**src/rtl/l1d_cfg.svh**
```systemverilog
// sizes of the L1 data cache
// the buffer and queue depths must be powers of two
`ifndef L1D_CFG_SVH
`define L1D_CFG_SVH

`define L1D_ADDR_BITS    16
`define L1D_WORD_BITS    64
`define L1D_LINE_WORDS   4
`define L1D_LINES        16
`define L1D_OFFSET_BITS  5
`define L1D_INDEX_BITS   4
`define L1D_TAG_BITS     6
`define L1D_REQ_CREDITS  4
`define L1D_MSHRS        2
`define L1D_MSHR_DEPTH   4
`define L1D_RESP_DEPTH   4

`endif

```
**src/rtl/l1d_pkg.sv**
```systemverilog
// request, response and lower cache types shared by the L1 data cache
// addresses are physical byte addresses, words are 64-bit aligned
`include "l1d_cfg.svh"

package l1d_pkg;

  typedef logic [`L1D_ADDR_BITS-`L1D_OFFSET_BITS-1:0] l1d_laddr_t;
  typedef logic [`L1D_LINE_WORDS*`L1D_WORD_BITS-1:0] l1d_line_t;
  typedef logic [$clog2(`L1D_LINE_WORDS)-1:0] l1d_woff_t;

  typedef struct packed {
    logic                        we;
    logic [`L1D_ADDR_BITS-1:0]   addr;
    logic [`L1D_WORD_BITS-1:0]   data;
    logic [`L1D_TAG_BITS-1:0]    tag;
  } l1d_req_t;

  // request after address split, also the MSHR queue entry
  typedef struct packed {
    logic                        we;
    l1d_laddr_t                  line_addr;
    logic [`L1D_INDEX_BITS-1:0]  index;
    l1d_woff_t                   word;
    logic [`L1D_WORD_BITS-1:0]   data;
    logic [`L1D_TAG_BITS-1:0]    tag;
  } l1d_dreq_t;

  typedef struct packed {
    logic [`L1D_TAG_BITS-1:0]    tag;
    logic                        we;
    logic [`L1D_WORD_BITS-1:0]   data;
  } l1d_resp_t;

  typedef struct packed {
    logic                        we;
    l1d_laddr_t                  line_addr;
    l1d_line_t                   line;
  } l1d_lc_req_t;

  typedef struct packed {
    l1d_laddr_t                  line_addr;
    l1d_line_t                   line;
  } l1d_fill_t;

  typedef enum logic [2:0] {
    ST_IDLE,
    ST_SEND_READ,
    ST_EVICT,
    ST_FILL,
    ST_REPLAY
  } l1d_state_e;

endpackage

```
**src/rtl/l1d_resp_queue.sv**
```systemverilog
// response FIFO towards the LSU, the head is held until it is taken
`timescale 1ns/1ns
`include "l1d_cfg.svh"

module l1d_resp_queue import l1d_pkg::*; (
  input  logic      clk_in,
  input  logic      rst_in,
  input  logic      push,
  input  l1d_resp_t push_resp,
  input  logic      resp_ready,
  output logic      full,
  output logic      resp_valid,
  output l1d_resp_t resp
);
  localparam int PTR_BITS = $clog2(`L1D_RESP_DEPTH);

  l1d_resp_t mem_q [`L1D_RESP_DEPTH];
  logic [PTR_BITS-1:0] wr_ptr_q;
  logic [PTR_BITS-1:0] rd_ptr_q;
  logic [PTR_BITS:0] count_q;
  logic take;

  assign take = resp_valid && resp_ready;

  always_ff @(posedge clk_in) begin
    if (push) begin
      mem_q[wr_ptr_q] <= push_resp;
    end
  end

  always_ff @(posedge clk_in or posedge rst_in) begin
    if (rst_in) begin
      wr_ptr_q <= '0;
      rd_ptr_q <= '0;
      count_q <= '0;
    end else begin
      if (push) begin
        wr_ptr_q <= wr_ptr_q + 1'b1;
      end
      if (take) begin
        rd_ptr_q <= rd_ptr_q + 1'b1;
      end
      case ({push, take})
        2'b10: count_q <= count_q + 1'b1;
        2'b01: count_q <= count_q - 1'b1;
        default: ;
      endcase
    end
  end

  assign full = (count_q == (PTR_BITS+1)'(`L1D_RESP_DEPTH));
  assign resp_valid = (count_q != '0);
  assign resp = mem_q[rd_ptr_q];

  a_no_push_full: assert property (@(posedge clk_in) disable iff (rst_in) push |-> !full);
endmodule

```
**config.mk**
```make
export PLATFORM = sky130hd
export DESIGN_NAME = l1d_resp_queue
export DESIGN_NICKNAME = d
export VERILOG_FILES = /design/src/rtl/l1d_pkg.sv /design/src/rtl/l1d_resp_queue.sv
export VERILOG_INCLUDE_DIRS = /design/src /design/src/rtl
export SDC_FILE = /design/constraint.sdc
export NUM_CORES = 1
export LEC_CHECK = 0
export BUFFER_PORTS_ARGS = -buffer_cell sky130_fd_sc_hd__buf_2
export CORE_UTILIZATION = 30
export CTS_CLUSTER_SIZE = 28
export DETAILED_ROUTE_END_ITERATION = 8
export RECOVER_POWER = 100
export REMOVE_ABC_BUFFERS = 1
export SETUP_SLACK_MARGIN = 0.5
export SLEW_MARGIN = 5
export SYNTH_ARGS = -nofsm -noshare
export SYNTH_HDL_FRONTEND = slang
export SYNTH_SLANG_ARGS = --single-unit
```
**constraint.sdc**
```tcl
create_clock -name clk_in -period 5.5 [get_ports clk_in]
set_input_delay 1.1 -clock clk_in [delete_from_list [all_inputs] [get_ports clk_in]]
set_output_delay 1.1 -clock clk_in [all_outputs]
set_load 0.1 [all_outputs]
```
After elaboration in Yosys (flattened, before gate mapping)
Memory sizes are Yosys's and may differ from the RTL's.
Cells that the tools add are included.
- memories: 1
- RAM bits: 284
- word-level logic and storage cells: 17
- bits of input ports: 75
- flip-flop bits (word level): 7
- output and inout port bits: 73
- memories (name ; words ; width ; read ports ; clocked after memory_dff ; write ports ; RTL line ; text):
    mem_q ; 4 ; 71 ; 1 ; 0 ; 1 ; l1d_resp_queue.sv:17 ; l1d_resp_t mem_q [`L1D_RESP_DEPTH];
- add/subtract/negate cells: 4
- reductions and logical operators: 3
- muxes and demuxes: 3
- eq/ne operators: 3
- operators with widths (cell ; number):
    3-bit case mux with 2 select lines ; 1
    2-bit by 1-bit adder with 2-bit output, second input constant ; 2
    3-bit by 1-bit adder with 3-bit output, second input constant ; 1
    3-bit equality test, second input constant ; 1
    3-bit nonzero test ; 1
    3-bit by 1-bit subtractor with 3-bit output, second input constant ; 1
    2-bit by 1-bit equality test with 1-bit output, second input constant ; 1
    2-bit equality test, second input constant ; 1
    1-bit two-way mux ; 2
    2-bit nonzero test ; 1
    1-bit logical AND ; 1

Logic depth before layout (Yosys ltp)
- depth after elaboration: 4
- depth in mapped cells: 7
- gate-level depth less buffers: 7

Worst setup path after synthesis
No wires, ideal clock.
- path type: input to register
- from: input push
- to: memory mem_q[0][0] (netlist name), enable pin
- setup time: 0.437 ns
- stages on the path: 1
- data arrival time: 2.763 ns
- data required time: 5.063 ns
- setup slack: 2.301 ns
- path through: and2_1
- cells in the longest elaborated chain, start to end: 2
- ends and longest elaborated chain (what ; RTL line ; text):
    from (decl) ; l1d_resp_queue.sv:8 ; input logic push,
    1-bit two-way mux ; l1d_resp_queue.sv:26 ; if (push) begin
    1-bit two-way mux (implied by the code) ; l1d_resp_queue.sv:27 ; mem_q[wr_ptr_q] <= push_resp;
    to (decl) ; l1d_resp_queue.sv:17 ;
Every way passes these cells.

==> results.txt <==
The worst hold path class is input port to asynchronous set/reset pin. The first detailed-routing pass took 4 iterations. Of the cells placed in the final design, the portion with a size suffix greater than 1 is 29.38%.

The initial utilization of the core area, before any placement, comes to 30.76%. For this run, the slowest stage of the critical path takes 1660 ps. The critical path buffer and inverter count works out to 1.

The final-stage net count is 658. At the placement stage, the worst setup path has a slack of 1917 ps. For the number of antenna violations at the first check in global routing, the log shows 1. In the global route stage, met1 resource usage came out at 12.91%.

The run gives 291 as the number of clock sinks seen by CTS. Counting flops and latches in the post-synthesis netlist gives 291. The number of pins exceeding their max-slew limit in the final report is 293. For the total negative setup slack, the log shows 0 ps.

The final critical path time including I/O delays and setup works out to 4701 ps. The height of the chip was 191.1 µm; the critical path data required time was 4400 ps. The number of placed cells counting well taps came out at 1000. Summing all flip-flop and latch instances after layout gives 0.008708 mm². The placed wire-length estimate after detailed placement is 11.96 mm, and the synthesized instance count is 409. At the end of routability-driven placement, the weighted congestion stood at 0.6689. The port buffer count is 147, and the global routing usage summed across all routing layers is 11.07%.

For the count of antenna diodes in the layout, the log shows 0. Counting the fill cells in the layout gives 3220. For met3 alone, demand over resource in global routing was 3.433%. After detailed routing, the average wire length per cell comes to 19.26 µm. After detailed routing, the number of vias per cell comes to 4.475. The run gives 20.30 mm as the final wirelength. The tools report the synthesized area as 0.01073 mm².

The kind of start point of the critical path is a flip-flop. For the via count of the first global-routing pass, the log shows 5298. The tools report the area of the placeable core as 0.03488 mm². The die covers 0.03653 mm². The number of hold buffers added after CTS was 0. Cell at the slowest stage of the critical path: sky130_fd_sc_hd__dfrtp_2.

The tree is rooted in a sky130_fd_sc_hd__clkbuf_16. Across all layers, the routed design uses 4717 vias. During synthesis, Yosys emitted a total of 0 warnings. Dividing the final minimum period by the clock period gives 85.48%. For the final cell utilization of the core, the log shows 36.54%. After clock tree synthesis, the clock-pin slew on the worst setup and hold paths is 60 ps. The tools report the met2 capacity usage during global routing as 19.55%.

The layer with the highest usage was met2. The number of maximum-capacitance violations was 6; the maximum level of the CTS H-tree was 1. Setup repair after global routing left no endpoint under its margin. The logs give 560 ps for the insertion delay to the later sink of the worst-skew pair and 0 for the total count of hold-check failures in the final report. After detailed routing, the number of remaining DRC violations is 0. The maximum fanout count along the critical path was 72; the top achievable clock speed was 212.7 MHz. The post-synthesis area per instance works out to 26.24 µm². The run finished, with violations left. The logs give 148 for the number of top-level pins and 0 for the remaining antenna violation count after routing. For the count of standard-cell rows, the log shows 68.

The tools report the number of buffers between clock root and the deepest sink as 3. Leaving out fill and tap cells, the most frequent cell in the layout is sky130_fd_sc_hd__edfxtp_1. The finished layout holds 1054 standard cells, fillers aside.

The layout-stage area growth over the synthesis result was 18.77%. The number of clock buffers inserted by TritonCTS came out at 30. The combined area of the multi-input logic cells came out at 0.001810 mm².

The worst path meets setup with 798.8 ps of slack. The category of the critical setup timing path is flip-flop to primary output. The first routing iteration left 208 violations. The pin count of the biggest net entering global routing is 73, and the global-route wire length before repair is 30.50 mm. In this run the post-CTS setup repair buffer count came out at 0.

The critical path goes through mux4_2 > clkbuf_1. On the critical path the largest part of the delay comes from flip-flops. The number of setup violations in the final report came out at 0. The library cells used most frequently in the layout, excluding fill and tap cells, are sky130_fd_sc_hd__edfxtp_1 (284), sky130_fd_sc_hd__clkbuf_1 (98), sky130_fd_sc_hd__mux4_2 (70). The die is 191.1 µm wide. For this run, the register share of the synthesized area comes to 81.10%. STA classifies the critical path endpoint as a primary output.

Data on the critical path arrives at its endpoint at 3600 ps. The number of gates resized after CTS was 0. The synthesized netlist contains 21 unique library cells. The transition at the pin with the smallest max-transition slack is 4019 ps.

TritonCTS built the clock tree. The checks that failed: capacitance limit, slew limit. The logs give 0 for the overflow left after global routing and -167.9% for the worst relative slew slack. The worst setup skew after layout was 21.45 ps.
==> synthesized netlist by cell type <==
cell type | number | area share [%]
sky130_fd_sc_hd__nor2_1 | 1 | 0.035
sky130_fd_sc_hd__mux4_2 | 70 | 15
sky130_fd_sc_hd__buf_2 | 7 | 0.33
sky130_fd_sc_hd__xor2_1 | 4 | 0.33
sky130_fd_sc_hd__nand2_1 | 2 | 0.070
sky130_fd_sc_hd__mux4_1 | 1 | 0.24
sky130_fd_sc_hd__buf_6 | 1 | 0.10
sky130_fd_sc_hd__dfrtp_1 | 7 | 1.6
sky130_fd_sc_hd__xnor2_1 | 2 | 0.16
sky130_fd_sc_hd__edfxtp_1 | 284 | 79
sky130_fd_sc_hd__o21ai_0 | 1 | 0.047
sky130_fd_sc_hd__inv_1 | 7 | 0.24
sky130_fd_sc_hd__mux2i_1 | 1 | 0.093
sky130_fd_sc_hd__ha_1 | 5 | 0.58
sky130_fd_sc_hd__clkbuf_2 | 1 | 0.047
sky130_fd_sc_hd__fa_1 | 1 | 0.19
sky130_fd_sc_hd__buf_12 | 7 | 1.3
sky130_fd_sc_hd__o31a_1 | 1 | 0.082
sky130_fd_sc_hd__or3_1 | 1 | 0.058
sky130_fd_sc_hd__and3_1 | 1 | 0.058
sky130_fd_sc_hd__and2_1 | 4 | 0.23
==> area by class of cell <==
class                           instances  area share [%]
Multi-Input combinational cell         95           14.20
Sequential cell                       291           68.32
Clock buffer                           39           6.400
Timing Repair Buffer                  152           5.154
Clock inverter                         15           1.247
Inverter                                7          0.2061
Tap cell                              455           4.466
==> final timing paths <==
kind | from | cells after the start | to | slack, ps
worst max register to register | wr_ptr_q[0]$_DFFE_PP0P_ | 3 | mem_q[2][22]$_DFFE_PP_ | 1380
worst max-delay path | rd_ptr_q[1]$_DFFE_PP0P_ | 2 | resp[26] | 800
min in group clk_in | count_q[2]$_DFFE_PP0P_ | 1 | count_q[2]$_DFFE_PP0P_ | 530
max in group asynchronous | rst_in | 2 | rd_ptr_q[0]$_DFFE_PP0P_ | 4770
worst min register to register | count_q[2]$_DFFE_PP0P_ | 1 | count_q[2]$_DFFE_PP0P_ | 530
worst min-delay path | rst_in | 2 | count_q[1]$_DFFE_PP0P_ | 480
==> per-layer routing <==
metal	share of wire, %	wire length, µm
met1	40	8084
met2	51	10400
met5	0.069	14
met3	6.3	1288
met4	2.6	520
==> sequential cells by signal, summed over array words and instances, names as in the netlist <==
name      flops
rd_ptr_q      2
mem_q       284
count_q       3
wr_ptr_q      2
==> logic make-up after synthesis <==
kind of cell | after synthesis | share of synthesized area (%)
DFF | 291 | 81.10
AOI/OAI and AO/OA | 2 | 0.1282
xor gates and xnor gates | 6 | 0.4897
adders and majority gates | 6 | 0.7695
muxes | 72 | 15.03
buffers and inverters | 23 | 2.029
and+or+nand+nor | 9 | 0.4547
==> per-stage QoR <==
stage,hold WS (ps),area [µm²]
global route,464.5,12750
CTS,442.0,12870
finish,478.3,12750
detailed placement,507.0,11900
global placement,483.7,11900
floorplan,469.8,10540
==> worst register-to-register path: stages, from the launching register on <==
cell                      delay [ps]
sky130_fd_sc_hd__dfrtp_1         430
sky130_fd_sc_hd__inv_1           110
sky130_fd_sc_hd__ha_1            160
sky130_fd_sc_hd__and2_1         2890
Power is left out: the tool's default activity adds up to more than one toggle a clock period on the data nets, which glitch-free logic cannot reach.
