===== src/rtl/l1d_cfg.svh =====
// sizes of the L1 data cache
// the buffer and queue depths must be powers of two
`ifndef L1D_CFG_SVH
`define L1D_CFG_SVH

`define L1D_ADDR_BITS    16
`define L1D_WORD_BITS    64
`define L1D_LINE_WORDS   4
`define L1D_LINES        16
`define L1D_OFFSET_BITS  5
`define L1D_INDEX_BITS   4
`define L1D_TAG_BITS     6
`define L1D_REQ_CREDITS  4
`define L1D_MSHRS        2
`define L1D_MSHR_DEPTH   4
`define L1D_RESP_DEPTH   4

`endif


===== src/rtl/l1d_pkg.sv =====
// request, response and lower cache types shared by the L1 data cache
// addresses are physical byte addresses, words are 64-bit aligned
`include "l1d_cfg.svh"

package l1d_pkg;

  typedef logic [`L1D_ADDR_BITS-`L1D_OFFSET_BITS-1:0] l1d_laddr_t;
  typedef logic [`L1D_LINE_WORDS*`L1D_WORD_BITS-1:0] l1d_line_t;
  typedef logic [$clog2(`L1D_LINE_WORDS)-1:0] l1d_woff_t;

  typedef struct packed {
    logic                        we;
    logic [`L1D_ADDR_BITS-1:0]   addr;
    logic [`L1D_WORD_BITS-1:0]   data;
    logic [`L1D_TAG_BITS-1:0]    tag;
  } l1d_req_t;

  // request after address split, also the MSHR queue entry
  typedef struct packed {
    logic                        we;
    l1d_laddr_t                  line_addr;
    logic [`L1D_INDEX_BITS-1:0]  index;
    l1d_woff_t                   word;
    logic [`L1D_WORD_BITS-1:0]   data;
    logic [`L1D_TAG_BITS-1:0]    tag;
  } l1d_dreq_t;

  typedef struct packed {
    logic [`L1D_TAG_BITS-1:0]    tag;
    logic                        we;
    logic [`L1D_WORD_BITS-1:0]   data;
  } l1d_resp_t;

  typedef struct packed {
    logic                        we;
    l1d_laddr_t                  line_addr;
    l1d_line_t                   line;
  } l1d_lc_req_t;

  typedef struct packed {
    l1d_laddr_t                  line_addr;
    l1d_line_t                   line;
  } l1d_fill_t;

  typedef enum logic [2:0] {
    ST_IDLE,
    ST_SEND_READ,
    ST_EVICT,
    ST_FILL,
    ST_REPLAY
  } l1d_state_e;

endpackage


===== src/rtl/l1d_line_store.sv =====
// direct-mapped tag, state and data arrays with combinational read
// word writes and fills both land at most once per cycle
`timescale 1ns/1ns
`include "l1d_cfg.svh"

module l1d_line_store import l1d_pkg::*; (
  input  logic                        clk_in,
  input  logic                        rst_in,
  input  logic [`L1D_INDEX_BITS-1:0]  rd_index,
  input  logic                        wr_en,
  input  l1d_woff_t                   wr_offset,
  input  logic [`L1D_WORD_BITS-1:0]   wr_data,
  input  logic                        fill_en,
  input  l1d_fill_t                   fill_line,
  output logic                        line_valid,
  output logic                        line_dirty,
  output l1d_laddr_t                  line_tag_addr,
  output l1d_line_t                   line_data
);
  localparam int CTAG_BITS = $bits(l1d_laddr_t) - `L1D_INDEX_BITS;

  logic [`L1D_LINES-1:0] valid_q;
  logic [`L1D_LINES-1:0] dirty_q;
  logic [CTAG_BITS-1:0] tag_q [`L1D_LINES];
  l1d_line_t data_q [`L1D_LINES];
  logic [`L1D_INDEX_BITS-1:0] fill_index;

  assign fill_index = fill_line.line_addr[`L1D_INDEX_BITS-1:0];

  always_ff @(posedge clk_in or posedge rst_in) begin
    if (rst_in) begin
      valid_q <= '0;
      dirty_q <= '0;
    end else if (fill_en) begin
      valid_q[fill_index] <= 1'b1;
      dirty_q[fill_index] <= 1'b0;
    end else if (wr_en) begin
      dirty_q[rd_index] <= 1'b1;
    end
  end

  always_ff @(posedge clk_in) begin
    if (fill_en) begin
      tag_q[fill_index] <= fill_line.line_addr[$bits(l1d_laddr_t)-1:`L1D_INDEX_BITS];
      data_q[fill_index] <= fill_line.line;
    end else if (wr_en) begin
      data_q[rd_index][wr_offset*`L1D_WORD_BITS +: `L1D_WORD_BITS] <= wr_data;
    end
  end

  assign line_valid = valid_q[rd_index];
  assign line_dirty = dirty_q[rd_index];
  // full line address of the resident line, index bits come from the read port
  assign line_tag_addr = {tag_q[rd_index], rd_index};
  assign line_data = data_q[rd_index];

  a_no_write_during_fill: assert property (@(posedge clk_in) disable iff (rst_in)
    !(wr_en && fill_en));
endmodule


===== config.mk =====
export PLATFORM = sky130hd
export DESIGN_NAME = l1d_line_store
export DESIGN_NICKNAME = d
export VERILOG_FILES = /design/src/rtl/l1d_pkg.sv /design/src/rtl/l1d_line_store.sv
export VERILOG_INCLUDE_DIRS = /design/src /design/src/rtl
export SDC_FILE = /design/constraint.sdc
export NUM_CORES = 2
export LEC_CHECK = 0
export BUFFER_PORTS_ARGS = -buffer_cell sky130_fd_sc_hd__buf_2
export CORE_MARGIN = 5
export CORE_UTILIZATION = 45
export DETAILED_ROUTE_END_ITERATION = 6
export MAX_ROUTING_LAYER = met4
export PLACE_DENSITY = 0.64
export SLEW_MARGIN = 0
export SYNTH_ARGS = -nofsm -noshare
export SYNTH_HDL_FRONTEND = slang
export SYNTH_MEMORY_MAX_BITS = 65536
export SYNTH_SLANG_ARGS = --single-unit

===== constraint.sdc =====
create_clock -name clk_in -period 2.15 [get_ports clk_in]
set_input_delay 0.1075 -clock clk_in [delete_from_list [all_inputs] [get_ports clk_in]]
set_output_delay 0.1075 -clock clk_in [all_outputs]
set_load 0.02 [all_outputs]

# ---- Word-level counts from Yosys, hierarchy flattened
# Memories as Yosys holds them, arrays and structs flattened.
# Cells that the tools add are included.
dict set report op_classes {
  add_sub_neg 1
  mul 0
  div_mod_pow 0
  n_lt_le_gt_ge 4
  eq_ne 0
  shifts 2
  mux 18
  bitwise_logic 4
  reduce_logical 4
}
# cell count
set ops {}
lappend ops {{256-bit 2-to-1 mux} 3}
lappend ops {{256-bit OR reduction} 1}
lappend ops {{64-bit by 34-bit variable shift with 256-bit output, first input constant} 1}
lappend ops {{64-bit by 34-bit indexed part select with 256-bit output} 1}
lappend ops {{8-bit negation with 34-bit output} 1}
lappend ops {{16-bit 2-to-1 mux} 2}
lappend ops {{16-bit bitwise OR} 2}
lappend ops {{16-bit AND} 1}
lappend ops {{16-bit NOT} 1}
lappend ops {{4-bit by 5-bit less-than comparator with 1-bit output, second input constant} 2}
lappend ops {{1-bit binary-select mux with 4-bit select} 2}
lappend ops {{1-bit demux with 4-bit select} 2}
lappend ops {{4-bit by 1-bit greater-or-equal comparator with 1-bit output, second input constant} 2}
lappend ops {{1-bit 2-to-1 mux} 8}
lappend ops {{4-bit 2-to-1 mux} 1}
lappend ops {{1-bit logical AND} 2}
lappend ops {{2-bit nonzero test} 1}
dict set report word_totals {
  regBits 32
  latchBits 0
  ramBits 4208
  mem_bits_ro 0
  in_bits 341
  elab_cells 37
  n_memories 2
}
# name depth word_bits rd rd_ports_with_merged_regs write_ports line
set mem_list {}
lappend mem_list {data_q 16 256 1 0 1 l1d_line_store.sv:25} ;# l1d_line_t data_q [`L1D_LINES];
lappend mem_list {tag_q 16 7 1 0 1 l1d_line_store.sv:24} ;# logic [CTAG_BITS-1:0] tag_q [`L1D_LINES];

# ---- Logic depth before layout (Yosys ltp)
dict set report depth {
  ltp_word 7
  mapped_depth 8
  ltp_nobuf 5
}

# ---- Worst setup path after synthesis
# OpenSTA, ideal clock, no wires.
dict set report synth_timing {
  path_kind {input port to flip-flop}
  startpoint {in wr_offset[0]}
  endpoint {mem data_q[11][0] (netlist bit) (enable)}
  setup_ns 0.507
  arrival_time_ns 4.468
  slack_ns -2.825
  stages 7
  n_path_buf 2
  path_cell_list {inv_1 ha_1 nor4_1 buf_2 buf_2 o2111ai_1 a21oi_1}
}
dict set report synth_between {
  elab_chain_len 5
  elab_cells_between_ends 6
}
# element line
set synth_lines {}
lappend synth_lines {{start, declared} l1d_line_store.sv:11} ;# input l1d_woff_t wr_offset,
lappend synth_lines {{8-bit negation with 34-bit output *} l1d_line_store.sv:47} ;# data_q[rd_index][wr_offset*`L1D_WORD_BITS +: `L1D_WORD_BITS] <= wr_data;
lappend synth_lines {{64-bit by 34-bit variable shift with 256-bit output *} l1d_line_store.sv:47}
lappend synth_lines {{256-bit 2-to-1 mux *} l1d_line_store.sv:47}
lappend synth_lines {{256-bit OR reduction (no line)} n/a}
lappend synth_lines {{4-bit 2-to-1 mux (no line) / 256-bit 2-to-1 mux (equally long branches)} n/a}
lappend synth_lines {{end, declared} l1d_line_store.sv:25}
# Mark *: on every way between the ends. The rest lies on a longest branch, timed or not.

# ---- Worst setup path after layout
dict set report layout_timing {
  startpoint {mem data_q[3][13] (netlist bit)}
  endpoint {out line_data[13]}
}
dict set report layout_between {
  elab_chain_len 1
}
# element line
set layout_lines {}
lappend layout_lines {{memory 16 x 256 bit} n/a}
lappend layout_lines {{end, declared} l1d_line_store.sv:18} ;# output l1d_line_t line_data
# No other way between the ends.

==> impl_metrics.tcl <==
set metrics [dict create \
    timing.final.crit_share 1.20 \
    ys_ff_latch 4240 \
    grt_overflow 0 \
    viasPerCell 6.06 \
    p_leak_nw 66.4 \
    dp_hpwl_mm 339 \
    outcome "finished with violations" \
    fin_skew_ns 0 \
    timing.rr.start "dirty_q[7]" \
    rsz0062_at_grt "yes" \
    wl_per_cell_um 34.5 \
    endpoint_kind "primary output" \
    synthesis.nets 7909 \
    peakVddDrop_v 0.000795 \
    crit_path_top_delay_cell "mux4_2" \
    critPathTopFamily "multiplexers" \
    top_level_ports 610 \
    finalSetupViolations 265 \
    gp_congestion 0.891 \
    worst_hold_slack_ns 0.0402 \
    worstPathRequired_ns 2.04 \
    syn_inst 7564 \
    yosysWarnings 0 \
    clkSinkCount 4240 \
    power.total_w 0.185 \
    crit_chain "mux4_2, a22oi_2, nand2_2, buf_12, buf_8" \
    post_cts_buffers 0 \
    worst_slack_ns -0.436 \
    critical_path_class "register to primary output" \
    numPortBuffers 609 \
    area_delta_synth_final_pct 28.1 \
    coreArea_mm2 0.361 \
    synth_area_mm2 0.163 \
    maxCapViolCount 0 \
    crit_fanout 1 \
    crit_buf_inv 2 \
    fin_tns_setup_ns -66.83 \
    period_minus_slack_ns 2.59 \
    track_usage 0.281 \
    grt_max_degree 65 \
    drt-initial-drc-count 10700 \
    synth_edf_count 4208 \
    start_util 0.451 \
    avgSynthCellArea_um2 21.5 \
    dieWidth_um 612 \
    layout_commonest_cell "edfxtp_1" \
    cts_root_buf "clkbuf_16" \
    grt_pass1_vias 91700 \
    cts_tree "done" \
    clk_latency_ns 0.95 \
    start_kind "register" \
    vias 90400 \
    synth.distinct_cells 36 \
    antenna_found_initial 63 \
    drc 0 \
    timing.critical_path.from "data_q[3][13]" \
    pre_cts_ws_ns -0.596 \
    slew_headroom 0.197 \
    layout-drive-gt1-share 0.427 \
    fillers 25600 \
    postRouteWirelength_mm 515 \
    yosys-top-cells-area "edfxtp_1 (78%), mux4_2 (15%), a22oi_1 (2.4%), o21ai_0 (1.5%), nand2_1 (1.2%)" \
    arrival_ns 2.48 \
    fmax_ghz 0.387 \
    cp_slowest_stage_delay_ns 0.50 \
    nets 10100 \
    ant_nets 0 \
    hold_viol_final 0 \
    synth_area_leader_cell "edfxtp_1" \
    p_per_area_mw_per_mm2 884 \
    synth_top_area_frac 0.776 \
    instances_no_fill 14900 \
    die-area_mm2 0.374 \
    worst_slew_pin_slew_ns 1.20 \
    violations "setup timing" \
    min-delay-start "wr_data[56]" \
    dp.cells 13800 \
    cts_buffers 420 \
    synth_ff_type "edfxtp_1" \
    final_cell_mix "edfxtp_1 (4208), mux4_2 (1060), buf_4 (739)" \
    clk_pin_slew_ns 0.06 \
    hp-class "primary input to register" \
    drt-pass1-iter-count 6 \
    grt_pass1_wl_mm 715 \
    rows 221 \
    dieHeight_um 612 \
    async_reset_ff_frac 0.00755 \
    cts_max_level 5 \
    synth_seq_area_share 0.781 \
    ctsLongestPathBuffers 4 \
    finalMaxSlewViolations 0 \
]
==> per-stage QoR <==
step           utilization  area, um^2
3_3_place_gp         0.518      187000
4_1_cts              0.576      208000
6_report             0.577      209000
3_5_place_dp         0.518      187000
2_1_floorplan            -      164000
5_1_grt              0.577      209000
==> worst paths after layout <==
check,endpoint,slack [ns],cells after the start
worst max-delay path,line_data[13],-0.44,5
worst min register to register,valid_q[2],0.47,1
min in group asynchronous,valid_q[7],0.37,5
worst min-delay path,data_q[12][56],0.04,4
max in group asynchronous,dirty_q[4],1.39,5
worst max register to register,dirty_q[7],0.39,4
==> per-layer routing <==
metal | GRT usage | vias up | part of all wire
met2 | 0.434 | 5092 | 0.48
met5 | - | - | 0
met1 | 0.356 | 47900 | 0.37
met4 | 0.129 | 0 | 0.051
met3 | 0.0657 | 937 | 0.098
li1 | - | 36400 | -
==> tightest hold or removal path: stages <==
cell and delay [ns]:
buf_2 0.31, nand2_1 0.14, o21ai_1 0.07, buf_4 0.19
==> repair_timing <==
action / 4_1_cts / 5_1_grt
pin swaps: 626 / 108
hold buffers: 359 / 0
gates resized for setup: 1150 / 94
setup endpoints to repair: 265 / 282
cloned: 0 / 1
endpoints found under the hold margin: 4302 / 0
==> synth_stat cells, drive strengths merged (15+ instances only) <==
cell and instances:
dfrtp 32, inv 15, edfxtp 4208, o21ai 516
mux4 1060, a21oi 68, nand2 538, nand4 16
a22oi 530, nand2b 15, clkbuf 278, buf 214
==> cell type report <==
class | count | area [um^2] | area share
clock inverters | 240 | 2380 | 0.0114
flip-flops and latches | 4240 | 127000 | 0.609
diodes | 68 | 170 | 0.000816
well taps | 4794 | 6000 | 0.0287
inverters | 15 | 71.3 | 0.000342
clock buffers | 511 | 11000 | 0.0526
repair buffers | 2238 | 24400 | 0.117
multi-input cells | 2817 | 37400 | 0.179
==> registers in the layout (all words and copies together), names as in the netlist <==
| signal | cells |
|---|---|
| dirty_q | 16 |
| tag_q | 112 |
| valid_q | 16 |
| data_q | 4096 |
==> cells by family after synthesis <==
group,count (synthesis),synth area share
simple gates,611,0.0152
buf+inv,507,0.0136
compound gates,1142,0.0438
fa+ha+maj,4,0.000307
flops,4240,0.781
mux,1060,0.147
==> power by group <==
part	total [W]	internal, W	switching, W
logic	0.0184	0.00773	0.0107
registers	0.0946	0.0940	0.000584
clock network	0.0715	0.0405	0.0310
total	0.185	0.142	0.0423
Power figures use the tool's default switching activity.
