<file path="src/rtl/l1d_cfg.svh">
// sizes of the L1 data cache
// the buffer and queue depths must be powers of two
`ifndef L1D_CFG_SVH
`define L1D_CFG_SVH

`define L1D_ADDR_BITS    16
`define L1D_WORD_BITS    64
`define L1D_LINE_WORDS   4
`define L1D_LINES        16
`define L1D_OFFSET_BITS  5
`define L1D_INDEX_BITS   4
`define L1D_TAG_BITS     6
`define L1D_REQ_CREDITS  4
`define L1D_MSHRS        2
`define L1D_MSHR_DEPTH   4
`define L1D_RESP_DEPTH   4

`endif

</file>
<file path="src/rtl/l1d_pkg.sv">
// request, response and lower cache types shared by the L1 data cache
// addresses are physical byte addresses, words are 64-bit aligned
`include "l1d_cfg.svh"

package l1d_pkg;

  typedef logic [`L1D_ADDR_BITS-`L1D_OFFSET_BITS-1:0] l1d_laddr_t;
  typedef logic [`L1D_LINE_WORDS*`L1D_WORD_BITS-1:0] l1d_line_t;
  typedef logic [$clog2(`L1D_LINE_WORDS)-1:0] l1d_woff_t;

  typedef struct packed {
    logic                        we;
    logic [`L1D_ADDR_BITS-1:0]   addr;
    logic [`L1D_WORD_BITS-1:0]   data;
    logic [`L1D_TAG_BITS-1:0]    tag;
  } l1d_req_t;

  // request after address split, also the MSHR queue entry
  typedef struct packed {
    logic                        we;
    l1d_laddr_t                  line_addr;
    logic [`L1D_INDEX_BITS-1:0]  index;
    l1d_woff_t                   word;
    logic [`L1D_WORD_BITS-1:0]   data;
    logic [`L1D_TAG_BITS-1:0]    tag;
  } l1d_dreq_t;

  typedef struct packed {
    logic [`L1D_TAG_BITS-1:0]    tag;
    logic                        we;
    logic [`L1D_WORD_BITS-1:0]   data;
  } l1d_resp_t;

  typedef struct packed {
    logic                        we;
    l1d_laddr_t                  line_addr;
    l1d_line_t                   line;
  } l1d_lc_req_t;

  typedef struct packed {
    l1d_laddr_t                  line_addr;
    l1d_line_t                   line;
  } l1d_fill_t;

  typedef enum logic [2:0] {
    ST_IDLE,
    ST_SEND_READ,
    ST_EVICT,
    ST_FILL,
    ST_REPLAY
  } l1d_state_e;

endpackage

</file>
<file path="src/rtl/l1d_ctrl.sv">
// cache controller, one request or one fill handled per step
// a pending fill takes priority over the request at the buffer head
// replayed requests are applied to the line that was just installed
`timescale 1ns/1ns
`include "l1d_cfg.svh"

module l1d_ctrl import l1d_pkg::*; (
  input  logic                        clk_in,
  input  logic                        rst_in,
  input  logic                        head_valid,
  input  l1d_dreq_t                   head,
  input  logic                        line_valid,
  input  logic                        line_dirty,
  input  l1d_laddr_t                  line_tag_addr,
  input  l1d_line_t                   line_data,
  input  logic                        match,
  input  logic                        match_full,
  input  logic                        free_avail,
  input  logic                        fill_head_valid,
  input  l1d_dreq_t                   fill_head,
  input  logic                        resp_full,
  input  logic                        lc_req_ready,
  input  logic                        lc_fill_valid,
  input  l1d_fill_t                   lc_fill,
  output logic                        pop,
  output logic [`L1D_INDEX_BITS-1:0]  rd_index,
  output logic                        wr_en,
  output l1d_woff_t                   wr_offset,
  output logic [`L1D_WORD_BITS-1:0]   wr_data,
  output logic                        fill_en,
  output l1d_fill_t                   fill_line,
  output logic                        enq,
  output l1d_dreq_t                   enq_req,
  output l1d_laddr_t                  mshr_fill_line,
  output logic                        deq,
  output logic                        push,
  output l1d_resp_t                   push_resp,
  output logic                        lc_req_valid,
  output l1d_lc_req_t                 lc_req,
  output logic                        lc_fill_ready
);
  l1d_state_e state_q;
  l1d_state_e state_d;
  l1d_fill_t fill_q;
  l1d_laddr_t read_line_q;
  l1d_dreq_t cur;
  logic hit;
  logic victim_wb;

  // the request being served, from the buffer or from the MSHR queue
  assign cur = (state_q == ST_REPLAY) ? fill_head : head;
  assign hit = line_valid && (line_tag_addr == head.line_addr);
  assign victim_wb = line_valid && line_dirty && (line_tag_addr != lc_fill.line_addr);

  always_comb begin
    if (state_q == ST_IDLE) begin
      rd_index = lc_fill_valid ? lc_fill.line_addr[`L1D_INDEX_BITS-1:0] : head.index;
    end else begin
      rd_index = fill_q.line_addr[`L1D_INDEX_BITS-1:0];
    end
  end

  always_comb begin
    state_d = state_q;
    pop = 1'b0;
    wr_en = 1'b0;
    fill_en = 1'b0;
    enq = 1'b0;
    deq = 1'b0;
    push = 1'b0;
    lc_fill_ready = 1'b0;
    case (state_q)
      ST_IDLE: begin
        if (lc_fill_valid) begin
          lc_fill_ready = 1'b1;
          state_d = victim_wb ? ST_EVICT : ST_FILL;
        end else if (head_valid) begin
          if (hit) begin
            // hits need a response slot now
            pop = !resp_full;
            push = !resp_full;
            wr_en = !resp_full && head.we;
          end else if (match) begin
            pop = !match_full;
            enq = !match_full;
          end else if (free_avail) begin
            pop = 1'b1;
            enq = 1'b1;
            state_d = ST_SEND_READ;
          end
        end
      end
      ST_SEND_READ: begin
        if (lc_req_ready) begin
          state_d = ST_IDLE;
        end
      end
      ST_EVICT: begin
        if (lc_req_ready) begin
          state_d = ST_FILL;
        end
      end
      ST_FILL: begin
        fill_en = 1'b1;
        state_d = ST_REPLAY;
      end
      ST_REPLAY: begin
        if (!fill_head_valid) begin
          state_d = ST_IDLE;
        end else if (!resp_full) begin
          deq = 1'b1;
          push = 1'b1;
          wr_en = fill_head.we;
        end
      end
      default: state_d = ST_IDLE;
    endcase
  end

  always_ff @(posedge clk_in or posedge rst_in) begin
    if (rst_in) begin
      state_q <= ST_IDLE;
    end else begin
      state_q <= state_d;
    end
  end

  always_ff @(posedge clk_in) begin
    if (lc_fill_ready) begin
      fill_q <= lc_fill;
    end
    // primary miss, remember which line to read
    if (enq && !match) begin
      read_line_q <= head.line_addr;
    end
  end

  assign wr_offset = cur.word;
  assign wr_data = cur.data;
  assign push_resp.tag = cur.tag;
  assign push_resp.we = cur.we;
  assign push_resp.data = cur.we ? '0 : line_data[cur.word*`L1D_WORD_BITS +: `L1D_WORD_BITS];

  assign enq_req = head;
  assign fill_line = fill_q;
  assign mshr_fill_line = fill_q.line_addr;

  assign lc_req_valid = (state_q == ST_SEND_READ) || (state_q == ST_EVICT);

  // victim line is read from the store, which is untouched during eviction
  always_comb begin
    lc_req.we = (state_q == ST_EVICT);
    lc_req.line_addr = (state_q == ST_EVICT) ? line_tag_addr : read_line_q;
    lc_req.line = (state_q == ST_EVICT) ? line_data : '0;
  end

  a_lc_req_stable: assert property (@(posedge clk_in) disable iff (rst_in)
    lc_req_valid && !lc_req_ready |=> lc_req_valid && $stable(lc_req));
endmodule

</file>
<file path="config.mk">
export PLATFORM = sky130hd
export DESIGN_NAME = l1d_ctrl
export DESIGN_NICKNAME = d
export VERILOG_FILES = /design/src/rtl/l1d_pkg.sv /design/src/rtl/l1d_ctrl.sv
export VERILOG_INCLUDE_DIRS = /design/src /design/src/rtl
export SDC_FILE = /design/constraint.sdc
export NUM_CORES = 1
export LEC_CHECK = 0
export BUFFER_PORTS_ARGS = -buffer_cell sky130_fd_sc_hd__buf_2
export CAP_MARGIN = 10
export CORE_AREA = 5 5 582 584
export DETAILED_ROUTE_END_ITERATION = 6
export DIE_AREA = 0 0 587 589
export PLACE_DENSITY = 0.3
export SETUP_SLACK_MARGIN = 0.02
export SLEW_MARGIN = 20
export SYNTH_ARGS = -nofsm -noshare
export SYNTH_HDL_FRONTEND = slang
export SYNTH_SLANG_ARGS = --single-unit
export TNS_END_PERCENT = 30
</file>
<file path="constraint.sdc">
create_clock -name clk_in -period 13.4 [get_ports clk_in]
set_input_delay 1.34 -clock clk_in [delete_from_list [all_inputs] [get_ports clk_in]]
set_output_delay 1.34 -clock clk_in [all_outputs]
set_load 0.05 [all_outputs]
</file>
**Word level (Yosys, flattened, before mapping)**

Index checks and enable logic that the tools add are counted.
Widths: inputs -> output; s select.

- Flip-flop bits (word level): 281
- Output and inout bits: 783
- Logic and storage cells: 71

- Equality and inequality tests: 13
- Shift operators: 1
- Muxes and demuxes: 42
- Reduce and logical (&&, ||, !) cells: 11

Operators by type and width:

| cell | number |
|---|---|
| $mux 256 | 1 |
| $shiftx 256x9->64 | 1 |
| $mux 88 | 1 |
| $mux 64 | 1 |
| $mux 1 | 25 |
| $mux 3 | 8 |
| $pmux 3 s5 | 1 |
| $ne 3x3->1 const B | 4 |
| $eq 11x11->1 | 1 |
| $mux 11 | 1 |
| $ne 11x11->1 | 1 |
| $mux 4 | 2 |
| $reduce_and 7->1 | 1 |
| $eq 3x2->1 const B | 2 |
| $ne 2x2->1 const B | 3 |
| $logic_and 1x1->1 | 5 |
| $pmux 1 s2 | 2 |
| $eq 3x1->1 const B | 1 |
| $eq 3x3->1 const B | 1 |
| $logic_not 1->1 | 3 |
| $logic_not 3->1 | 1 |
| $logic_or 1x1->1 | 1 |

**Depth between registers and ports, before layout**

- Depth after elaboration: 7
- Gate-level depth with buffers: 8
- Gate-level depth less buffers: 5

**Worst setup path after synthesis**

No wires, ideal clock.

- Path type: in2out
- Start: input port lc_fill_valid
- End: output port lc_fill_ready
- Arrival: 8035 ps
- Data required time: 12060 ps
- Slack: 4025 ps
- Stages: 2
- Buffers on the path: 1
- Cell sequence: clkbuf_1 and2_1

- Cells in the longest elaborated chain, start to end: 2

Ends and longest elaborated chain:

| what | line | text |
|---|---|---|
| start: declaration | l1d_ctrl.sv:23 | `input logic lc_fill_valid,` |
| $mux 1 | l1d_ctrl.sv:74 | `if (lc_fill_valid) begin` |
| $mux 1 | l1d_ctrl.sv:72 | `case (state_q)` |
| end: declaration | l1d_ctrl.sv:40 | `output logic lc_fill_ready` |

Every way passes these cells.

==> reports/qor.csv <==
metric;value;unit
outcome;finished, final reports clean;
slew_headroom;0.274;
antenna_found_initial;389;
synthTopCellsByCount;edfxtp_1 (278), and3_1 (256), buf_4 (107);
grt_pass1_wl;299000;um
synth_ff_type;edfxtp_1;
critical_path.top_delay_family;buffers and inverters;
p_seq_frac;0.200;
area_delta_synth_final;94.0;%
synth.avg_cell_area;14.3;sq um
netlist_area;14500;sq um
place_congestion;0.997;
p_sw_frac;0.605;
critPathSlowestCell;mux4_2;
initial_core_util;0.0436;
grt_pass1_vias;16700;
cts_tree;done;
setup-violations-final;0;
grt_setup_unrepaired;false;
cpMostUsedCell;buf_4;
p_leak;12.1;nW
drt_iter0_markers;1547;
worst_slew_pin_slew;1090;ps
yosysWarnings;0;
finalWirelength;260000;um
ys_types;33;
p_int;0.00255;W
postCtsSetupBuffers;0;
clock_latency;650;ps
root_buffer;clkbuf_16;
cp-start-kind;register;
row_count;212;
cp.arrival;4410;ps
timing.fmax;174;MHz
antenna_left;0;
pwr-share-clk;0.177;
powerDensity;229;nW/um^2
ys_seq_elements;281;
wire_per_inst;37.8;um
fp.coreArea;333000;sq um
min_path_type;primary input to async pin;
via_count;17700;
grt_max_degree;256;
synthesis.instances;1012;
die-area;346000;sq um
yosysSeqAreaShare;0.581;
die_h;589;um
max_stage_delay;750;ps
path_clk_slew;80;ps
fillers;39000;
clock-skew-final;84.5;ps
grt_overflow;0;
cts_made_buffers;42;
clock_sinks;281;
fin_tns_setup;0;ps
fin_crit_sh;0.429;
finalHoldViolations;0;
period_needed;5750;ps
hold_buffers;0;
first_pass_iters;6;
synth.most_common_cell;edfxtp_1;
cp_num_buf_inv;3;
ctsResizeCount;0;
critical_path.max_fanout;33;
synth_area_leaders;edfxtp_1 (58%), and3_1 (11%), mux4_2 (9.9%), mux2_2 (6.5%), buf_4 (5.5%);
synth_largest_area_cell;edfxtp_1;
hold-worst-slack;571;ps
io_pins;1505;
final_max_slew_viol_count;0;
drive_gt1_frac;0.721;
critPathCaptureType;output port;
cp.required;12060;ps
fp.dieW;587;um
cts.htree.levels;2;
path_cells;nor3b_4 > mux2i_4 > buf_4 > buf_4 > mux4_2 > nor2b_1 > buf_2;
clk_path_buf_depth;3;
dpl.hpwl;241000;um
final_nets;3096;
drc_errors;0;
drv_cap;0;
io_buffers;1489;
yosys.area.top_type_share;0.576;
grt_usage;0.144;
pwr-share-comb;0.623;
via_per_inst;2.57;
synth_nets;1734;
synth_edf_count;278;
async_flop_share;0.0107;
irDropWorstVdd;0.000121;V
p_switching;0.00390;W
worst-setup-path-type;register to output port;
==> cell families after synthesis <==
kind of cell / Yosys count / share of synthesized area
AND/OR/NAND/NOR: 352 / 0.151
flip-flops: 281 / 0.581
buffers and inverters: 193 / 0.0810
multiplexers: 153 / 0.168
XOR/XNOR: 23 / 0.0139
AO/OA/AOI/OAI: 10 / 0.00458
==> power by group through the flow <==
stage	Sequential, W	Clock [W]	Combinational (W)
finish	0.00129	0.00114	0.00401
floorplan	0.00193	0	0.00192
global placement	0.00131	0	0.00409
CTS	0.00130	0.00122	0.00410
detailed placement	0.00131	0	0.00409
global route	0.00131	0.00124	0.00415
==> metrics by stage <==
step	total power, W	setup slack (ps)	instance area [sq um]	std cells	util
floorplan	0.00386	4030	14500	1012	-
global placement	0.00540	7810	26500	6717	0.0797
detailed placement	0.00540	7820	26500	6717	0.0797
CTS	0.00661	7430	27900	6793	0.0838
global route	0.00670	7290	28000	6835	0.0841
finish	0.00645	7650	28100	6883	0.0845
==> metal layers <==
metal	vias to the layer above	share of wire	global-route usage
li1	6607	-	-
met2	1793	0.46	0.234
met1	8299	0.33	0.142
met4	270	0.041	0.0454
met5	-	0.0071	0.00178
met3	694	0.17	0.107
==> worst register-to-register path, cell delays in order, from the launching register on <==
cell and delay [ps]:
dfrtp_4 610, nor3_2 200, buf_4 240, and2_4 330, buf_4 610, buf_4 670
buf_6 690
==> final timing paths <==
check                            from  cells after the start  slack, ps        endpoint
max                        state_q[1]                      7       7650   push_resp[59]
min                            rst_in                      2        570      state_q[1]
max reg2reg                state_q[1]                      6       9500  fill_line[202]
min reg2reg                state_q[2]                      2        790      state_q[0]
max in group asynchronous      rst_in                      2      12650      state_q[1]
min in group clk_in        state_q[2]                      2        790      state_q[0]
==> layout by cell type (no fill, tap or decap), types with 3 or more instances in the layout <==
| cell type | Yosys | final |
|---|---|---|
| a21oi_1 | 4 | 4 |
| and3_1 | 256 | 256 |
| buf_2 | 2 | 1489 |
| buf_4 | 107 | 14 |
| clkbuf_1 | 73 | 3 |
| clkbuf_16 | 0 | 42 |
| clkinv_1 | 0 | 4 |
| clkinv_2 | 0 | 5 |
| clkinv_4 | 0 | 8 |
| clkinvlp_4 | 0 | 7 |
| diode_2 | 0 | 90 |
| edfxtp_1 | 278 | 278 |
| inv_1 | 5 | 5 |
| mux2_2 | 83 | 82 |
| mux2i_1 | 6 | 4 |
| mux4_2 | 64 | 64 |
| nand4_1 | 6 | 6 |
| nor2_1 | 9 | 8 |
| nor2b_1 | 64 | 64 |
| xnor2_1 | 23 | 21 |
==> layout make-up <==
cell class,count,area [sq um],share of cell area
antenna,90,225,0.00801
inverter,5,18.8,0.000668
clock inverter,31,317,0.0113
multi-input combinational,538,4960,0.176
clock buffer,45,1060,0.0378
tap,4387,5490,0.195
timing repair buffer,1506,7610,0.271
sequential,281,8430,0.300
==> sequential cells by signal, indices dropped and copies added, names as in the netlist <==
name	count
fill_line	256
mshr_fill_line	11
read_line_q	11
state_q	3
Note: power is estimated with default switching activity, not from simulation.
