**config.mk**
```make
export PLATFORM = sky130hd
export DESIGN_NAME = l1d_req_decode
export DESIGN_NICKNAME = d
export VERILOG_FILES = /design/src/rtl/l1d_pkg.sv /design/src/rtl/l1d_req_decode.sv
export VERILOG_INCLUDE_DIRS = /design/src /design/src/rtl
export SDC_FILE = /design/constraint.sdc
export NUM_CORES = 1
export LEC_CHECK = 0
export BUFFER_PORTS_ARGS = -buffer_cell sky130_fd_sc_hd__buf_2
export CAP_MARGIN = 20
export CORE_AREA = 2 2 162 164
export CTS_CLUSTER_DIAMETER = 50
export DETAILED_ROUTE_END_ITERATION = 10
export DIE_AREA = 0 0 164 166
export PLACE_DENSITY_LB_ADDON = 0.1
export SLEW_MARGIN = 20
export SYNTH_ARGS = -nofsm -noshare
export SYNTH_HDL_FRONTEND = slang
export SYNTH_SLANG_ARGS = --single-unit
```
**constraint.sdc**
```tcl
create_clock -name clk_in -period 3.6 [get_ports clk_in]
set_input_delay 0.54 -clock clk_in [delete_from_list [all_inputs] [get_ports clk_in]]
set_output_delay 0.54 -clock clk_in [all_outputs]
set_load 0.01 [all_outputs]
```
**src/rtl/l1d_cfg.svh**
```systemverilog
// sizes of the L1 data cache
// the buffer and queue depths must be powers of two
`ifndef L1D_CFG_SVH
`define L1D_CFG_SVH

`define L1D_ADDR_BITS    16
`define L1D_WORD_BITS    64
`define L1D_LINE_WORDS   4
`define L1D_LINES        16
`define L1D_OFFSET_BITS  5
`define L1D_INDEX_BITS   4
`define L1D_TAG_BITS     6
`define L1D_REQ_CREDITS  4
`define L1D_MSHRS        2
`define L1D_MSHR_DEPTH   4
`define L1D_RESP_DEPTH   4

`endif

```
**src/rtl/l1d_pkg.sv**
```systemverilog
// request, response and lower cache types shared by the L1 data cache
// addresses are physical byte addresses, words are 64-bit aligned
`include "l1d_cfg.svh"

package l1d_pkg;

  typedef logic [`L1D_ADDR_BITS-`L1D_OFFSET_BITS-1:0] l1d_laddr_t;
  typedef logic [`L1D_LINE_WORDS*`L1D_WORD_BITS-1:0] l1d_line_t;
  typedef logic [$clog2(`L1D_LINE_WORDS)-1:0] l1d_woff_t;

  typedef struct packed {
    logic                        we;
    logic [`L1D_ADDR_BITS-1:0]   addr;
    logic [`L1D_WORD_BITS-1:0]   data;
    logic [`L1D_TAG_BITS-1:0]    tag;
  } l1d_req_t;

  // request after address split, also the MSHR queue entry
  typedef struct packed {
    logic                        we;
    l1d_laddr_t                  line_addr;
    logic [`L1D_INDEX_BITS-1:0]  index;
    l1d_woff_t                   word;
    logic [`L1D_WORD_BITS-1:0]   data;
    logic [`L1D_TAG_BITS-1:0]    tag;
  } l1d_dreq_t;

  typedef struct packed {
    logic [`L1D_TAG_BITS-1:0]    tag;
    logic                        we;
    logic [`L1D_WORD_BITS-1:0]   data;
  } l1d_resp_t;

  typedef struct packed {
    logic                        we;
    l1d_laddr_t                  line_addr;
    l1d_line_t                   line;
  } l1d_lc_req_t;

  typedef struct packed {
    l1d_laddr_t                  line_addr;
    l1d_line_t                   line;
  } l1d_fill_t;

  typedef enum logic [2:0] {
    ST_IDLE,
    ST_SEND_READ,
    ST_EVICT,
    ST_FILL,
    ST_REPLAY
  } l1d_state_e;

endpackage

```
**src/rtl/l1d_req_decode.sv**
```systemverilog
// credit-backed request buffer, one entry per credit
// a credit comes back in the same cycle the controller pops the head
`timescale 1ns/1ns
`include "l1d_cfg.svh"

module l1d_req_decode import l1d_pkg::*; (
  input  logic      clk_in,
  input  logic      rst_in,
  input  logic      req_valid,
  input  l1d_req_t  req,
  input  logic      pop,
  output logic      head_valid,
  output l1d_dreq_t head,
  output logic      req_credit
);
  localparam int PTR_BITS = $clog2(`L1D_REQ_CREDITS);

  l1d_dreq_t buf_q [`L1D_REQ_CREDITS];
  logic [PTR_BITS-1:0] wr_ptr_q;
  logic [PTR_BITS-1:0] rd_ptr_q;
  logic [PTR_BITS:0] count_q;
  l1d_dreq_t dec;

  // split the byte address once, on the way in
  always_comb begin
    dec.we = req.we;
    dec.line_addr = req.addr[`L1D_ADDR_BITS-1:`L1D_OFFSET_BITS];
    dec.index = req.addr[`L1D_OFFSET_BITS+`L1D_INDEX_BITS-1:`L1D_OFFSET_BITS];
    dec.word = req.addr[`L1D_OFFSET_BITS-1:$clog2(`L1D_WORD_BITS/8)];
    dec.data = req.data;
    dec.tag = req.tag;
  end

  always_ff @(posedge clk_in) begin
    if (req_valid) begin
      buf_q[wr_ptr_q] <= dec;
    end
  end

  always_ff @(posedge clk_in or posedge rst_in) begin
    if (rst_in) begin
      wr_ptr_q <= '0;
      rd_ptr_q <= '0;
      count_q <= '0;
    end else begin
      if (req_valid) begin
        wr_ptr_q <= wr_ptr_q + 1'b1;
      end
      if (pop) begin
        rd_ptr_q <= rd_ptr_q + 1'b1;
      end
      case ({req_valid, pop})
        2'b10: count_q <= count_q + 1'b1;
        2'b01: count_q <= count_q - 1'b1;
        default: ;
      endcase
    end
  end

  assign head_valid = (count_q != '0);
  assign head = buf_q[rd_ptr_q];
  assign req_credit = pop;

  // the LSU spent a credit it did not hold
  a_no_overflow: assert property (@(posedge clk_in) disable iff (rst_in)
    req_valid |-> count_q != (PTR_BITS+1)'(`L1D_REQ_CREDITS));
  a_no_underflow: assert property (@(posedge clk_in) disable iff (rst_in)
    pop |-> head_valid);
endmodule

```
Word-level counts from Yosys, hierarchy flattened
Memory sizes are Yosys's and may differ from the RTL's.
Index checks and enable logic that the tools add are counted.
{ "word_totals": {"mem_bits_rw": 352, "inputBits": 91, "out_inout_bits": 90, "register_bits": 7, "memories": 1, "elab_cells": 15} }
{ "classes": {"reduce_logical": 2, "mux": 3, "eq_ne": 2, "addsub": 4} }
{ "memory_table": {"columns": ["memory", "words", "width", "read_ports", "rd_clocked_by_memory_dff", "wr", "line_no", "rtl"], "rows": [
  ["buf_q", 4, 88, 1, 0, 1, "l1d_req_decode.sv:18", "l1d_dreq_t buf_q [`L1D_REQ_CREDITS];"]
]} }
{ "op_table": {"columns": ["cell", "count"], "rows": [
  ["$pmux W3 S2", 1],
  ["$add A2 B1 Y2 const B", 2],
  ["$add A3 B1 Y3 const B", 1],
  ["$reduce_bool A3 Y1", 1],
  ["$sub A3 B1 Y3 const B", 1],
  ["$eq A2 B1 Y1 const B", 1],
  ["$eq A2 B2 Y1 const B", 1],
  ["$mux W1", 2],
  ["$reduce_bool A2 Y1", 1]
]} }

Depth between registers and ports, before layout
Gate-level depths: netlist of the first run.
{ "depth": {"depth_word": 2, "depth_mapped": 7, "ltp_nobuf": 7} }

Least setup slack after synthesis of the first run
No wires, ideal clock.
{ "synth_path": {"path_type": "register to register", "start": "reg wr_ptr_q[0]", "end": "mem buf_q[0][0] in the netlist's numbering, enable pin", "setup_slack_ns": 0.575, "path_stages_with_launch": 4, "t_arrival_ns": 2.574, "n_path_buf": 0, "t_required_ns": 3.149, "path_cell_list": "dfrtp_1 inv_1 ha_1 and2_1"} }
{ "synth_lines": {"columns": ["element", "line_no", "rtl"], "rows": [
  ["from (decl)", "l1d_req_decode.sv:19", "logic [PTR_BITS-1:0] wr_ptr_q;"],
  ["from (signal assigned)", "l1d_req_decode.sv:47", "wr_ptr_q <= wr_ptr_q + 1'b1;"],
  ["to (decl)", "l1d_req_decode.sv:18", null]
]} }
Straight into the memory's write port.

==> results of run 1 <==
[metal layers]
layer / vias up / wire, um / GRT usage, %
li1: 2458 / - / -
met1: 2913 / 8600 / 21.1
met3: 39 / 1590 / 4.85
met5: - / 23 / 0
met2: 161 / 11400 / 28.5
met4: 4 / 433 / 4.84
[synth_stat cells]
cell type	n	area share, %
edfxtp_1	336	80
mux4_2	84	15
buf_4	9	0.54
dfrtp_1	7	1.4
inv_1	7	0.21
buf_2	6	0.24
buf_12	5	0.79
ha_1	5	0.50
and2_1	4	0.20
xor2_1	4	0.28
buf_1	3	0.089
nand2_1	2	0.060
xnor2_1	2	0.14
buf_6	1	0.089
fa_1	1	0.16
mux2i_1	1	0.079
nor2_1	1	0.030
o21ai_0	1	0.040
or3_1	1	0.050
[worst max-delay path: cells and delay by family, from the launching register on]
family	cells	cell delay, ns
DFF	1	0.79
muxes	1	0.56
buffers and inverters	2	0.56
[cells in the final DEF, fill, tap and decap left out, types with 2 or more instances in the layout]
cell / count
and2_4: 4
buf_12: 6
buf_2: 177
buf_4: 4
bufinv_16: 6
clkbuf_1: 10
clkbuf_16: 37
clkinv_1: 6
clkinv_2: 2
dfrtp_1: 5
dfrtp_4: 2
edfxtp_1: 336
ha_1: 5
inv_1: 7
mux4_2: 84
nand2_1: 2
xnor2_1: 2
xor2_1: 4
[worst max-delay path by stage]
stage,end,cells past startpoint,slack (ns)
2_1_floorplan,buf_q[0][0],3,0.57
3_3_place_gp,head[78],3,1.08
3_5_place_dp,head[78],3,1.07
4_1_cts,head[78],3,0.52
5_1_grt,head[78],3,0.44
6_report,head[74],3,0.64
[sequential cells by signal, summed over array words and instances (netlist names)]
name      count
buf_q       336
count_q       3
rd_ptr_q      2
wr_ptr_q      2
[power groups by stage]
stage          Combinational, W  Clock (W)  Sequential [W]
4_1_cts                 0.00346    0.00378         0.00555
5_1_grt                 0.00362    0.00397         0.00561
2_1_floorplan           0.00244          0         0.00546
3_3_place_gp            0.00342          0         0.00558
3_5_place_dp            0.00345          0         0.00563
6_report                0.00334    0.00369         0.00553
[cells by family after synthesis]
group           count (synthesis)  share of synthesized area [%]
fa+ha+maj                       6                          0.656
buf+inv                        31                           1.96
mux                            85                           15.1
xor+xnor                        6                          0.417
simple gates                    8                          0.338
flops                         343                           81.5
compound gates                  1                         0.0397
[per-stage QoR]
| stage | hold WS, ns | setup slack [ns] | area (um2) | util (%) | cells |
|---|---|---|---|---|---|
| final | 0.250 | 0.639 | 15000 | 58.7 | 1042 |
| after global routing | 0.230 | 0.440 | 15000 | 58.7 | 1041 |
| after CTS | 0.222 | 0.517 | 15000 | 58.7 | 1041 |
| after detailed placement | 0.464 | 1.07 | 13800 | 54.1 | 978 |
| after global placement | 0.453 | 1.08 | 13800 | 54.1 | 978 |
| after floorplan | 0.343 | 0.575 | 12600 | - | 480 |
[area by class of cell]
type	instances	area, um2	area share (%)
multi-input combinational	106	2090	13.9
clock inverter	15	220	1.46
timing repair buffer	188	1050	6.95
tap	335	419	2.79
clock buffer	47	963	6.40
antenna	1	2.50	0.0166
sequential	343	10300	68.3
inverter	7	26.3	0.175
==> metrics.yaml, run 1 <==
run_status:
  outcome: "finished clean"
setup_path:
  cp_max_fo: 28
  r2r_start: "wr_ptr_q[0]"
  crit_chain: "buf_4 > mux4_2 > buf_2"
  slowest_stage: "dfrtp_4"
  reg2reg_setup_slack_ns: 1.56
  cp-start-kind: "register"
  ff2ff_path_depth: 4
  crit_start: "rd_ptr_q[0]"
  worstSetupPathType: "reg2out"
  cp_data_required_time_ns: 3.06
  crit_arrival_ns: 2.42
  reg2reg_to: "buf_q[0][51]"
  critPathMaxStageDelay_ns: 0.79
  cp-end-kind: "output pin"
min_path:
  min_to: "buf_q[1][8]"
  min_path_type: "in2reg"
  worstHoldStart: "req[8]"
  min_path_cells: 1
timing:
  hold_viol_final: 0
  tns_ns: 0
  rsz0062_at_grt: "false"
  finalSetupViolations: 0
  finalClockSkew_ns: 0.0174
  slew_viol_final: 0
  tightest_slew_ns: 0.752
  slew_headroom_pct: 49.9
  min_period_ns: 2.96
  max_freq_mhz: 338
  post-route-period-util_pct: 82.3
cells_and_area:
  fillers: 1855
  fin_nets: 780
  syn_to_final_growth_pct: 19.4
  drive_gt1_share_pct: 45.8
route:
  wl_mm: 22.0
  first_iter_violations: 347
  drc_errors: 0
  num_vias: 5575
  viasPerCell: 5.35
  detail-route-antenna-nets: 0
  dr.pass1.iters: 4
  wl_per_cell_um: 21.1
cts:
  cts_buffers: 37
  post_cts_buffers: 0
  root_buffer: "clkbuf_16"
  clock_latency_ns: 0.50
  cts_sinks: 343
  hold_buffers: 1
  cts_tree: "yes"
  cts-resized-gates: 0
  clkTransAtPathRegs_ns: 0.06
  htreeDepth: 2
  cts_buffer_depth: 3
global_routing:
  grt_start_max_net_pins: 51
  grt_pass1_vias: 5967
  grt_pass1_wl_mm: 34.1
  grt_usage_pct: 16.8
  antenna_found_initial: 2
  grt_overflow: 0
synthesis:
  synth.avg_cell_area_um2: 26.2
  ys_ff_latch: 343
  ys_warn_count: 0
  netlist_instances: 480
  synth_cell_types: 19
  synth_area_um2: 12600
  ys_seq_area_share_pct: 81.5
  synth_nets: 577
place:
  io_buffers: 177
  place_hpwl_mm: 12.8
  place_congestion: 0.698
power:
  seqPwrFrac_pct: 44.0
  power.total_w: 0.0126
  p_switching_w: 0.00342
  power.internal_w: 0.00914
  leakage_nw: 5.18
  ir_drop_uv: 467
  power_frac_comb_pct: 26.6
  power_density_nw_per_um2: 835
  switching_share_pct: 27.2
  clockPowerShare_pct: 29.4
floorplanning:
  io_pins: 181
  die-height_um: 166
  die-width_um: 164
  start_util_pct: 49.2
  placement_rows: 59
  die-area_um2: 27200
  coreArea_um2: 25600
job:
  drv_cap: 0
Power figures use the tool's default switching activity.
==> run 2: changes to the inputs <==
Settings changed: ABC_AREA from default to 1, CORE_AREA 2 2 162 164 to 2 2 170 172, DIE_AREA 0 0 164 166 to 0 0 172 174.
Clock period 3.6 ns to 2.7 ns, I/O delays scaled along.
==> metrics.yaml, run 2 <==
global_routing:
  grt_start_max_net_pins: 95  # +86%
  grt_pass1_wl_mm: 40.2  # +18%
  grt_overflow: 0  # unchanged
  grt_usage_pct: 17.5  # +0.74 points
  antenna_found_initial: 7  # +5
  grt_pass1_vias: 7790  # +31%
setup_path:
  crit_start: "rd_ptr_q[0]"
  crit_chain: "buf_4 > nand2_1 > o211ai_1 > nand2_1 > buf_2"
  reg2reg_setup_slack_ns: 0.80  # -0.76 ns
  cp_max_fo: 47  # +68%
  cp-end-kind: "output pin"
  cp_data_required_time_ns: 2.30  # -0.76 ns
  cp-start-kind: "register"
  worstSetupPathType: "reg2out"
  crit_cells: 5  # +2
  crit_arrival_ns: 2.07  # -0.35 ns
  path_delay_family: "flip-flops"
  crit_top_cell: "nand2_1"
  worstPathBufferInverterCount: 2  # unchanged
  slowest_stage: "dfrtp_4"
  reg2reg_to: "buf_q[0][50]"
  crit_end: "head[23]"
  r2r_start: "wr_ptr_q[0]"
  ff2ff_path_depth: 5  # +1
  critPathMaxStageDelay_ns: 0.64  # -0.15 ns
power:
  leakage_nw: 6.51  # +26%
  ir_drop_uv: 758  # +62%
  power_density_nw_per_um2: 1110  # +33%
timing:
  finalClockSkew_ns: 0.00587  # -0.0115 ns
  slew_headroom_pct: 55.3  # +5.4 points
  hold_viol_final: 0  # unchanged
  slew_viol_final: 0  # unchanged
  post-route-period-util_pct: 91.7
  tns_ns: 0  # unchanged
  rsz0062_at_grt: "false"
  max_freq_mhz: 404
  finalSetupViolations: 0  # unchanged
  tightest_slew_ns: 0.671  # -0.0808 ns
  fin_ws_ns: 0.223  # -0.415 ns
  min_period_ns: 2.48
place:
  dp_slack_ns: 0.630  # -0.442 ns
  place_congestion: 0.697  # -0.10%
  place_hpwl_mm: 14.4  # +12%
  io_buffers: 177  # unchanged
  placed_area_um2: 15000  # +8.5%
  dp_cells: 1550  # +58%
synthesis:
  synth_ff_type: "edfxtp_1"
  synth.area.top_cells: "edfxtp_1 (73%), o211ai_1 (8.9%), nand2_1 (7.1%)"
  ys_warn_count: 0  # unchanged
  async_flop_share_pct: 2.04  # unchanged
  synth_cell_types: 19  # unchanged
  synthTopCellsByCount: "edfxtp_1 (336), nand2_1 (263), inv_1 (182)"
  synth_area_um2: 13900  # +10%
  ys_ff_latch: 343  # unchanged
  synthMostInstantiatedCell: "edfxtp_1"
  synth-edff-count: 336  # unchanged
  ys_seq_area_share_pct: 73.9  # -7.6 points
  synth_top_area_share_pct: 72.7  # -7.4 points
  netlist_instances: 1034  # +120%
  synth_nets: 1131  # +96%
  synth_top_area_cell: "edfxtp_1"
  synth.avg_cell_area_um2: 13.4  # -49%
floorplanning:
  start_util_pct: 49.2  # about the same
  die-width_um: 172  # +4.9%
  die-height_um: 174  # +4.8%
  coreArea_um2: 28200  # +10%
  placement_rows: 62  # +5.1%
  die-area_um2: 29900  # +9.9%
  io_pins: 181  # unchanged
cells_and_area:
  stdcell_area_um2: 16300  # +8.1%
  final_common_cell: "edfxtp_1"
  drive_gt1_share_pct: 20.8  # -25 points
  reg.largest.list: "buf_q (336), count_q (3)"
  instances_no_fill: 1622  # +56%
  largest_reg_flops: 336  # unchanged
  syn_to_final_growth_pct: 17.1
  regMostFlops: "buf_q"
  final_cell_mix: "edfxtp_1 (336), nand2_1 (263), inv_1 (178)"
  fin_nets: 1304  # +67%
route:
  wl_mm: 25.6  # +16%
  viasPerCell: 4.89  # -8.7%
  wl_per_cell_um: 15.8  # -25%
  drc_errors: 0  # unchanged
  num_vias: 7927  # +42%
  first_iter_violations: 341  # -1.7%
  detail-route-antenna-nets: 0  # unchanged
  dr.pass1.iters: 4  # unchanged
cts:
  cts_sinks: 343  # unchanged
  cts_buffers: 38  # +2.7%
  cts_buffer_depth: 3  # unchanged
  post_cts_buffers: 0  # unchanged
  htreeDepth: 2  # unchanged
  clkTransAtPathRegs_ns: 0.06  # about the same
  clock_latency_ns: 0.51  # about the same
  cts_tree: "yes"
  root_buffer: "clkbuf_16"
min_path:
  min_path_type: "in2reg"
run_status:
  outcome: "finished clean"
job:
  drv_cap: 0  # unchanged
## run 2: cell types whose count changed in the layout (fill, tap and decap cells not counted), sizes merged, moves of 2 or more
cell	change
inv	+172
o211ai	+168
nand2	+261
and2	-4
mux4	-84
clkbuf	+4
bufinv	-4
clkinvlp	+5
diode	+3
buf	+7
clkinv	+4
nand3	+2
## run 2: cell families (layout without fill, tap and decap cells)
family	count (synthesis)	after routing	share of synthesized area, %
other cells	0	4	0
simple gates	266	266	7.23
compound gates	170	170	9.26
xor+xnor	4	4	0.252
fa+ha+maj	6	6	0.595
buf+inv	245	445	8.75
flops	343	343	73.9
## run 2: metrics by stage
step / utilization [%] / hold WS, ns / total power (W)
detailed placement: 53.2 / 0.373 / 0.0134
global placement: 53.2 / 0.369 / 0.0133
CTS: 57.6 / 0.0718 / 0.0184
floorplan: - / 0.208 / 0.0116
finish: 57.6 / 0.100 / 0.0181
global route: 57.6 / 0.0838 / 0.0192
## run 2: how the worst min path moves through the flow
stage	start	to	slack [ns]	cells past startpoint
floorplan	rst_in	count_q[0]	0.21	1
global placement	rst_in	wr_ptr_q[0]	0.37	2
detailed placement	rst_in	wr_ptr_q[0]	0.37	2
CTS	req[4]	buf_q[3][4]	0.07	1
global route	req[10]	buf_q[2][10]	0.08	1
finish	req[81]	buf_q[1][82]	0.1	1
## run 2: worst reg2reg max path: cells and delay by family, from the launching register on
family / cells / cell delay (ns)
and+or+nand+nor: 1 / 0.11
adders and majority gates: 1 / 0.19
buffers and inverters: 3 / 0.88
DFF: 1 / 0.40
## run 2: power by group
| group | total, W | switching (W) | internal, W |
|---|---|---|---|
| clock | 0.00493 | 0.00193 | 0.00300 |
| combinational | 0.00591 | 0.00384 | 0.00207 |
| sequential | 0.00725 | 0.000280 | 0.00697 |
## run 2: repair_timing
item                       CTS  global route
hold buffers                 1             0
setup endpoints to repair    0             2
hold endpoints to repair     7             0
resized for setup            0             1
## run 2: final cells by class
cell class / instances / area [um2]
sequential: 343 / 10300
multi-input combinational: 446 / 2410
tap: 384 / 480
clock inverter: 16 / 131
clock buffer: 51 / 1080
fill: 2336 / 12000
inverter: 183 / 704
antenna: 4 / 10.0
timing repair buffer: 195 / 1170
## run 2: routing by layer
metal  up-vias  GRT usage [%]  wire (um)  share of wire (%)
li1       3942              -          -                  -
met1      3786           21.0      10700                 42
met2       155           30.4      12700                 50
met3        42           5.08       1720                6.7
met4         2           5.36        518                2.0
met5         -              0          7              0.027
